[src/bus_pkg.sv]
package bus_pkg;

    // bus widths
    localparam int unsigned ADDR_W = 32;
    localparam int unsigned DATA_W = 32;
    localparam int unsigned STRB_W = DATA_W / 8;

    // region map on address bits 30..28
    localparam logic [2:0] REGION_DMEM      = 3'b001;  // 0x1xxx_xxxx
    localparam logic [2:0] REGION_PERF_HART = 3'b100;  // 0x4xxx_xxxx

    // inside the perf/hart region, bit 12 picks the hart index
    localparam int unsigned HART_SEL_BIT = 12;

    typedef enum logic [1:0] {
        RGN_DMEM = 2'd0,
        RGN_PERF = 2'd1,
        RGN_HART = 2'd2,
        RGN_NONE = 2'd3
    } region_e;

    // control word of the cycle counter, 3 also means hold
    typedef enum logic [1:0] {
        CNT_CLEAR = 2'd0,
        CNT_RUN   = 2'd1,
        CNT_HOLD  = 2'd2
    } cnt_ctrl_e;

    typedef enum logic [1:0] {
        PS_IDLE = 2'd0,  // waiting for req_i
        PS_BUSY = 2'd1,  // access under way
        PS_ACK  = 2'd2   // ack shown until req_i drops
    } port_state_e;

endpackage

[src/dbus_if.sv]
interface dbus_if
    import bus_pkg::*;
();

    logic              req;    // held until done
    logic              we;
    logic [ADDR_W-1:0] addr;
    logic [DATA_W-1:0] wdata;
    logic [STRB_W-1:0] wstrb;
    logic              done;   // one-cycle pulse
    logic [DATA_W-1:0] rdata;  // valid with done

    modport port (
        output req, we, addr, wdata, wstrb,
        input  done, rdata
    );

    modport arb (
        input  req, we, addr, wdata, wstrb,
        output done, rdata
    );

endinterface

[src/core_port.sv]
module core_port
    import bus_pkg::*;
#(
    parameter int unsigned HART_ID = 0
) (
    input  logic              w_clk,
    input  logic              rst_i,
    input  logic              req_i,
    input  logic              we_i,
    input  logic [ADDR_W-1:0] addr_i,
    input  logic [DATA_W-1:0] wdata_i,
    input  logic [STRB_W-1:0] wstrb_i,
    output logic              ack_o,
    output logic [DATA_W-1:0] rdata_o,
    dbus_if.port              dm
);

    port_state_e       state_q;
    region_e           region_d;
    region_e           region_q;
    logic              dm_req_q;
    logic              ack_q;
    logic [DATA_W-1:0] rdata_q;
    logic [DATA_W-1:0] resp_data;
    logic [DATA_W-1:0] perf_rdata;
    logic              perf_wr;
    logic              load_rdata;

    always_comb begin
        region_d = RGN_NONE;
        if (addr_i[30:28] == REGION_DMEM) begin
            region_d = RGN_DMEM;
        end else if (addr_i[30:28] == REGION_PERF_HART) begin
            region_d = addr_i[HART_SEL_BIT] ? RGN_HART : RGN_PERF;
        end
    end

    always_ff @(posedge w_clk) begin
        if (rst_i) begin
            state_q  <= PS_IDLE;
            region_q <= RGN_NONE;
            dm_req_q <= 1'b0;
            ack_q    <= 1'b0;
        end else begin
            case (state_q)
                PS_IDLE: begin
                    if (req_i) begin
                        state_q  <= PS_BUSY;
                        region_q <= region_d;  // fixed for the whole request
                        dm_req_q <= (region_d == RGN_DMEM);
                    end
                end
                PS_BUSY: begin
                    if (region_q != RGN_DMEM) begin
                        state_q <= PS_ACK;  // ack raised on the next edge
                    end else if (dm.done) begin
                        state_q  <= PS_ACK;
                        dm_req_q <= 1'b0;
                        ack_q    <= 1'b1;
                    end
                end
                PS_ACK: begin
                    ack_q <= req_i;  // falls one cycle after req_i
                    if (!req_i) begin
                        state_q <= PS_IDLE;
                    end
                end
                default: begin
                    state_q <= PS_IDLE;
                end
            endcase
        end
    end

    // response source, writes always answer zero
    always_comb begin
        case (region_q)
            RGN_DMEM: resp_data = dm.rdata;
            RGN_PERF: resp_data = perf_rdata;
            RGN_HART: resp_data = DATA_W'(HART_ID);
            default:  resp_data = '0;
        endcase
        if (we_i) begin
            resp_data = '0;
        end
    end

    assign load_rdata = (state_q == PS_BUSY && region_q == RGN_DMEM && dm.done)
                      || (state_q == PS_ACK && !ack_q);

    always_ff @(posedge w_clk) begin
        if (load_rdata) begin
            rdata_q <= resp_data;
        end
    end

    assign perf_wr = (state_q == PS_BUSY) && (region_q == RGN_PERF) && we_i;

    perf_counter u_perf_counter (
        .w_clk    (w_clk),
        .rst_i    (rst_i),
        .wr_en_i  (perf_wr),
        .offset_i (addr_i[3:0]),
        .ctrl_i   (wdata_i[1:0]),
        .rdata_o  (perf_rdata)
    );

    // payload is stable while req_i is high
    assign dm.req   = dm_req_q;
    assign dm.we    = we_i;
    assign dm.addr  = addr_i;
    assign dm.wdata = wdata_i;
    assign dm.wstrb = wstrb_i;

    assign ack_o   = ack_q;
    assign rdata_o = rdata_q;

endmodule

[src/perf_counter.sv]
module perf_counter
    import bus_pkg::*;
(
    input  logic              w_clk,
    input  logic              rst_i,
    input  logic              wr_en_i,
    input  logic [3:0]        offset_i,
    input  logic [1:0]        ctrl_i,
    output logic [DATA_W-1:0] rdata_o
);

    cnt_ctrl_e           ctrl_q;
    cnt_ctrl_e           ctrl_d;
    logic [2*DATA_W-1:0] mcycle;

    // both 2 and 3 map to hold
    assign ctrl_d = (ctrl_i == CNT_CLEAR) ? CNT_CLEAR :
                    (ctrl_i == CNT_RUN)   ? CNT_RUN   : CNT_HOLD;

    always_ff @(posedge w_clk) begin
        if (rst_i) begin
            ctrl_q <= CNT_CLEAR;
        end else if (wr_en_i && offset_i == 4'd0) begin
            ctrl_q <= ctrl_d;
        end
    end

    always_ff @(posedge w_clk) begin
        case (ctrl_q)
            CNT_CLEAR: mcycle <= '0;
            CNT_RUN:   mcycle <= mcycle + 1'b1;
            default:   mcycle <= mcycle;  // frozen
        endcase
        rdata_o <= (offset_i == 4'd4) ? mcycle[DATA_W-1:0] : mcycle[2*DATA_W-1:DATA_W];
    end

endmodule

[src/flat_wrapper.sv]
// flat-port wrapper written by rule: the top's interface ports become plain ports
module core_port_flat import bus_pkg::*;
#(
    parameter int unsigned HART_ID = 0
)
  (w_clk, rst_i, req_i, we_i, addr_i, wdata_i, wstrb_i, ack_o, rdata_o, dm_req, dm_we, dm_addr, dm_wdata, dm_wstrb, dm_done, dm_rdata);
  dbus_if dm_i ();
  input  logic w_clk;
  input  logic rst_i;
  input  logic req_i;
  input  logic we_i;
  input  logic [ADDR_W-1:0] addr_i;
  input  logic [DATA_W-1:0] wdata_i;
  input  logic [STRB_W-1:0] wstrb_i;
  output logic ack_o;
  output logic [DATA_W-1:0] rdata_o;
  output wire logic [$bits(dm_i.req)-1:0] dm_req;
  output wire logic [$bits(dm_i.we)-1:0] dm_we;
  output wire logic [$bits(dm_i.addr)-1:0] dm_addr;
  output wire logic [$bits(dm_i.wdata)-1:0] dm_wdata;
  output wire logic [$bits(dm_i.wstrb)-1:0] dm_wstrb;
  input wire logic [$bits(dm_i.done)-1:0] dm_done;
  input wire logic [$bits(dm_i.rdata)-1:0] dm_rdata;
  assign dm_req = dm_i.req;
  assign dm_we = dm_i.we;
  assign dm_addr = dm_i.addr;
  assign dm_wdata = dm_i.wdata;
  assign dm_wstrb = dm_i.wstrb;
  assign dm_i.done = dm_done;
  assign dm_i.rdata = dm_rdata;
  core_port #(.HART_ID(HART_ID)) u_core (.w_clk(w_clk), .rst_i(rst_i), .req_i(req_i), .we_i(we_i), .addr_i(addr_i), .wdata_i(wdata_i), .wstrb_i(wstrb_i), .ack_o(ack_o), .rdata_o(rdata_o), .dm(dm_i));
endmodule
[config.mk]
export PLATFORM = sky130hd
export DESIGN_NAME = core_port_flat
export DESIGN_NICKNAME = d
export VERILOG_FILES = /design/src/bus_pkg.sv /design/src/dbus_if.sv /design/src/core_port.sv /design/src/perf_counter.sv /design/src/flat_wrapper.sv
export SDC_FILE = /design/constraint.sdc
export NUM_CORES = 1
export LEC_CHECK = 0
export ABC_CLOCK_PERIOD_IN_PS = 3300
export BUFFER_PORTS_ARGS = -buffer_cell sky130_fd_sc_hd__buf_2
export CAP_MARGIN = 15
export CORE_MARGIN = 5
export CORE_UTILIZATION = 45
export DETAILED_ROUTE_END_ITERATION = 6
export PLACE_DENSITY = 0.77
export SYNTH_ARGS = -nofsm -noshare
export SYNTH_HDL_FRONTEND = slang
export SYNTH_SLANG_ARGS = --single-unit
export TNS_END_PERCENT = 10
[constraint.sdc]
create_clock -name w_clk -period 3.3 [get_ports w_clk]
set_clock_uncertainty 0.1 [all_clocks]
set_input_delay 0.66 -clock w_clk [delete_from_list [all_inputs] [get_ports w_clk]]
set_output_delay 0.66 -clock w_clk [all_outputs]
set_load 0.02 [all_outputs]
# ---- Word level (Yosys, flattened, before mapping)
# Index checks and enable logic that the tools add are counted.
dict set report word_totals {
  out_inout_bits 103
  wordCells 64
  ff_bits 136
}
dict set report op_classes {
  reduce_logical 22
  n_eq_ne 13
  n_addsub 1
  mux 20
}
# cell count
set ops {}
lappend ops {{$pmux 64 s2} 1}
lappend ops {{$add 64x1->64 const B} 1}
lappend ops {{$pmux 32 s2} 1}
lappend ops {{$mux 32} 1}
lappend ops {{$mux 2} 9}
lappend ops {{$logic_not 2->1} 5}
lappend ops {{$eq 2x1->1 const B} 4}
lappend ops {{$ne 2x2->1 const B} 4}
lappend ops {{$reduce_bool 2->1} 4}
lappend ops {{$logic_and 1x1->1} 6}
lappend ops {{$pmux 2 s3} 1}
lappend ops {{$reduce_and 3->1} 2}
lappend ops {{$mux 1} 5}
lappend ops {{$eq 4x3->1 const B} 1}
lappend ops {{$logic_not 4->1} 1}
lappend ops {{$pmux 1 s2} 2}
lappend ops {{$reduce_and 4->1} 1}
lappend ops {{$eq 3x1->1 const B} 1}
lappend ops {{$eq 3x3->1 const B} 1}
lappend ops {{$ne 3x2->1 const B} 1}
lappend ops {{$eq 2x2->1 const B} 1}
lappend ops {{$reduce_and 2->1} 1}
lappend ops {{$logic_not 1->1} 1}
lappend ops {{$logic_or 1x1->1} 1}

# ---- Logic depth before layout (Yosys ltp)
dict set report depth {
  ltp_word 6
  ltp_mapped 9
  mapped_depth_nobuf 6
}

# ---- Modules after synthesis
# A second synthesis with hierarchy kept.
dict set report unflattened {
  cells_unflattened 650
  area_unflattened_um2 7031.7
}
# module n_inst cells_each seq_area_each_um2 area_per_inst_um2
set by_module_without_submodules {}
lappend by_module_without_submodules {perf_counter 1 440 2602.5 4744.6}
lappend by_module_without_submodules {core_port 1 210 1081.0 2287.2}

# ---- Least setup slack after synthesis
# No wires, ideal clock.
dict set report synth_timing {
  path_type {reg2reg}
  from {reg u_core.state_q[0]}
  to {reg u_core.rdata_q[0], in the netlist u_core.rdata_o[0], enable pin}
  path_stages_with_launch 3
  required_ns 2.734
  setup_ns 0.466
  arrival_ns 2.786
  path_buffers 0
  slack_ns -0.051
  cell_sequence {dfxtp_1 nand2b_1 o21ai_0}
}
dict set report synth_via {
  elab_chain_len 4
  word_cells_on_any_way 6
  classes_between {eq/ne: 2; reduce/logical: 4}
}
# element line
set synth_lines {}
lappend synth_lines {{start, declared} core_port.sv:18} ;# port_state_e state_q;
lappend synth_lines {{start signal, assigned} core_port.sv:40} ;# state_q <= PS_IDLE;
lappend synth_lines {{start signal, assigned} core_port.sv:48} ;# state_q <= PS_BUSY;
lappend synth_lines {{start signal, assigned} core_port.sv:55} ;# state_q <= PS_ACK;
lappend synth_lines {{$eq 2x1->1} core_port.sv:88} ;# assign load_rdata = (state_q == PS_BUSY && region_q == RGN_DMEM && dm.done)
lappend synth_lines {{$logic_and 1x1->1 (2 in series)} core_port.sv:88}
lappend synth_lines {{$logic_or 1x1->1 *} core_port.sv:89} ;# || (state_q == PS_ACK && !ack_q);
lappend synth_lines {{via u_core.load_rdata} core_port.sv:27} ;# logic load_rdata;
lappend synth_lines {{end signal, assigned} core_port.sv:93} ;# rdata_q <= resp_data;
lappend synth_lines {{end, declared} core_port.sv:23} ;# logic [DATA_W-1:0] rdata_q;
# Mark *: on every way through the listed nets, which the timed path passes. The rest lies on a longest branch.
# A chain may end at the register's enable or synchronous reset.

# ---- Worst setup path in the final report
dict set report layout_timing {
  from {reg u_core.u_perf_counter.mcycle[5]}
  to {reg u_core.u_perf_counter.mcycle[55], data pin}
}
dict set report layout_via {
  elab_chain_len 2
}
# element line
set layout_lines {}
lappend layout_lines {{start, declared} perf_counter.sv:14} ;# logic [2*DATA_W-1:0] mcycle;
lappend layout_lines {{start signal, assigned} perf_counter.sv:31} ;# CNT_RUN: mcycle <= mcycle + 1'b1;
lappend layout_lines {{start signal, assigned} perf_counter.sv:32} ;# default: mcycle <= mcycle;
lappend layout_lines {{$add 64x1->64} perf_counter.sv:31}
lappend layout_lines {{$pmux 64 s2} perf_counter.sv:29} ;# case (ctrl_q)
# No other way between the ends.

==> out/qor.yml <==
run_status:
  result_of_the_run: "finished clean"
synthesis:
  synth.avg_cell_area_um2: 10.6
  yosys.area.top_type_share_pct: 40.9
  synth_seq_cells: 136
  synth_sequential_area_ratio_pct: 52.2
  synthFlopType: "sky130_fd_sc_hd__edfxtp_1"
  syn-num-nets: 769
  synth.lib_cells_used.distinct: 43
  async_flop_share_pct: 0
  synth.yosys.warnings: 0
  area_leader_netlist: "sky130_fd_sc_hd__edfxtp_1"
  synthesis.instances: 663
  synthTopCellsByArea: "sky130_fd_sc_hd__edfxtp_1 (41%), sky130_fd_sc_hd__dfxtp_1 (11%), sky130_fd_sc_hd__buf_4 (7.5%)"
  netlist_area_um2: 7050
  synth_edf_count: 96
critical_path:
  end_kind: "flop"
  critical_path.startpoint_type: "flop"
  cpLargestDelayFamily: "simple AND/OR/NAND/NOR gates"
  timing.critical_path.cells: "and4_1 -> nand3_1 -> or3_1 -> or4_1 -> a21oi_1"
  max_stage_delay_cell_worst_path: "sky130_fd_sc_hd__or3_1"
  arrival_ns: 2.98
  crit_path_cell_count: 5
  timing.critical_path.buf_inv: 0
  rr_worst_depth: 5
  critPathRequiredTime_ns: 3.46
  timing_worst_setup_path_type: "flop to flop"
  worst_path_largest_cell_delay_ns: 0.68
  critical_path_peak_fanout: 17
floorplan:
  start_util_pct: 46.0
  fp.dieH_um: 135
  placement_rows: 45
  die-area_um2: 18300
  core_area_um2: 15300
  top_level_ports: 208
  die_w_um: 135
drt:
  routed-via-count: 4977
  first_iter_violations: 539
  avgRoutedWirePerCell_um: 16.3
  totalWireLength_um: 14700
  drt_pre_antenna_iters: 7
  drcViolationCount: 0
  viasPerCell: 5.52
  ant_nets: 0
hold_path:
  holdPathStages: 2
  holdCritPathClass: "flop to flop"
sta:
  hold_viol: 0
  period_share_pct: 85.4
  period_needed_ns: 2.82
  accumulated_negative_setup_slack_ns: 0
  actual_slew_at_the_worst_max_slew_pin_ns: 0.854
  fmax_mhz: 355
  slew_viol_final: 0
  slew-limit-headroom_pct: 43.1
  timing.final.ws_setup_ns: 0.482
  setup_violations: 0
  rsz_0062_raised_after_global_routing: "false"
  timing.hold.ws_ns: 0.377
power_and_ir_drop:
  irDropWorstVdd_uv: 348
  powerDensity_nw_per_um2: 497
  power.static_leakage_nw: 2.84
clock_network:
  clockBufferDepth: 2
  cts.sinks: 136
  holdBufCountCts: 0
  cts_tree: "built"
  cts_root_buf: "sky130_fd_sc_hd__clkbuf_16"
  cts.repair.resized: 0
  worst_skew_pair.late_latency_ns: 0.41
  cts_post_setup_buffers_inserted: 0
  cts.clk_slew.worst_paths_ns: 0.06
  cts_max_level: 4
  tritoncts.num_buffers: 17
global_routing:
  antenna_found_initial: 0
  grt_pass1_wl_um: 23700
  grt_pass1_vias: 4686
  maximum_number_of_pins_on_one_net_before_global_route_repair: 65
  global_route_total_overflow: 0
  grt_resource_usage_total_pct: 16.4
cells_and_area:
  layout.nets: 784
  antennaDiodeCount: 0
  final_common_cell: "sky130_fd_sc_hd__edfxtp_1"
  highest_count_cells_in_the_layout_ignoring_fill_and_taps: "sky130_fd_sc_hd__edfxtp_1 (96), sky130_fd_sc_hd__buf_2 (91), sky130_fd_sc_hd__nor2_1 (74)"
  layout-drive-gt1-share_pct: 24.7
  layout-area-overhead-vs-synth_pct: 10.4
placement:
  placement.io_buffers: 91
  dpl_worst_slack_ns: 0.531
  place_hpwl_um: 9970
  globalplace.congestion: 0.839
run:
  max_cap_viol_count: 0
==> Yosys cell counts (10+ instances only) <==
master	n
sky130_fd_sc_hd__dfxtp_1	40
sky130_fd_sc_hd__nand3_1	25
sky130_fd_sc_hd__o31ai_1	18
sky130_fd_sc_hd__nor2_1	74
sky130_fd_sc_hd__or4_1	20
sky130_fd_sc_hd__mux2i_1	36
sky130_fd_sc_hd__edfxtp_1	96
sky130_fd_sc_hd__xnor2_1	20
sky130_fd_sc_hd__or3_1	15
sky130_fd_sc_hd__nand2_1	36
sky130_fd_sc_hd__mux2_2	28
sky130_fd_sc_hd__clkbuf_1	22
sky130_fd_sc_hd__inv_1	10
sky130_fd_sc_hd__a21oi_1	36
sky130_fd_sc_hd__nor3_1	16
sky130_fd_sc_hd__o21ai_0	16
sky130_fd_sc_hd__buf_4	70
sky130_fd_sc_hd__nand4_1	13
==> report_power, final <==
part	switching, mW	internal [mW]	total (mW)
Combinational	0.0949	0.0707	0.166
Clock	0.706	1.14	1.85
Sequential	0.0174	1.83	1.85
==> per-layer routing <==
metal	vias to the layer above	routed length, um	global-route usage [%]
met1	2408	6300	21.1
met4	0	225	5.32
li1	2371	-	-
met5	-	0	0
met2	180	7370	27.0
met3	18	833	4.23
==> final timing paths <==
check / startpoint / to / slack [ns]
max: u_core.u_perf_counter.mcycle[5] / u_core.u_perf_counter.mcycle[55] / 0.48
min: u_core.u_perf_counter.ctrl_q[0] / u_core.u_perf_counter.ctrl_q[0] / 0.38
max reg2reg: u_core.u_perf_counter.mcycle[5] / u_core.u_perf_counter.mcycle[55] / 0.48
min reg2reg: u_core.u_perf_counter.ctrl_q[0] / u_core.u_perf_counter.ctrl_q[0] / 0.38
==> cells by family after synthesis <==
logic type / Yosys count / synth area share [%]
xor+xnor: 29 / 3.60
mux: 64 / 9.58
flops: 136 / 52.2
compound gates: 77 / 6.39
simple gates: 242 / 18.0
fa+ha+maj: 1 / 0.177
buf+inv: 114 / 10.0
==> worst min-delay path: stages, from the launching register on <==
cell                      delay [ns]
sky130_fd_sc_hd__dfxtp_1        0.32
sky130_fd_sc_hd__nand2_1        0.06
sky130_fd_sc_hd__a21oi_1        0.05
==> flip-flops by register name (all words and copies together) (netlist names) <==
name and count:
u_core.u_perf_counter.mcycle 64, u_core.rdata_o 32, u_core.u_perf_counter.rdata_o 32, u_core.region_q 2, u_core.state_q 2, u_core.u_perf_counter.ctrl_q 2
u_core.ack_o 1, u_core.dm.req 1
==> cell type report <==
| cell class | instances | area, um^2 |
|---|---|---|
| clock buffer | 22 | 497 |
| clock inverter | 10 | 91.3 |
| fill | 1358 | 7530 |
| inverter | 10 | 37.5 |
| multi-input combinational | 413 | 2670 |
| sequential | 136 | 3680 |
| tap | 211 | 264 |
| timing repair buffer | 100 | 536 |
==> metrics by stage <==
step / instance area, um^2 / cells / utilization, % / total power [mW]
final: 7780 / 902 / 50.8 / 3.87
after CTS: 7780 / 902 / 50.8 / 3.89
after detailed placement: 7200 / 870 / 47.0 / 2.05
after global routing: 7780 / 902 / 50.8 / 3.99
after global placement: 7200 / 870 / 47.0 / 2.05
after floorplan: 7050 / 663 / - / 2.10
Power figures use the tool's default switching activity.
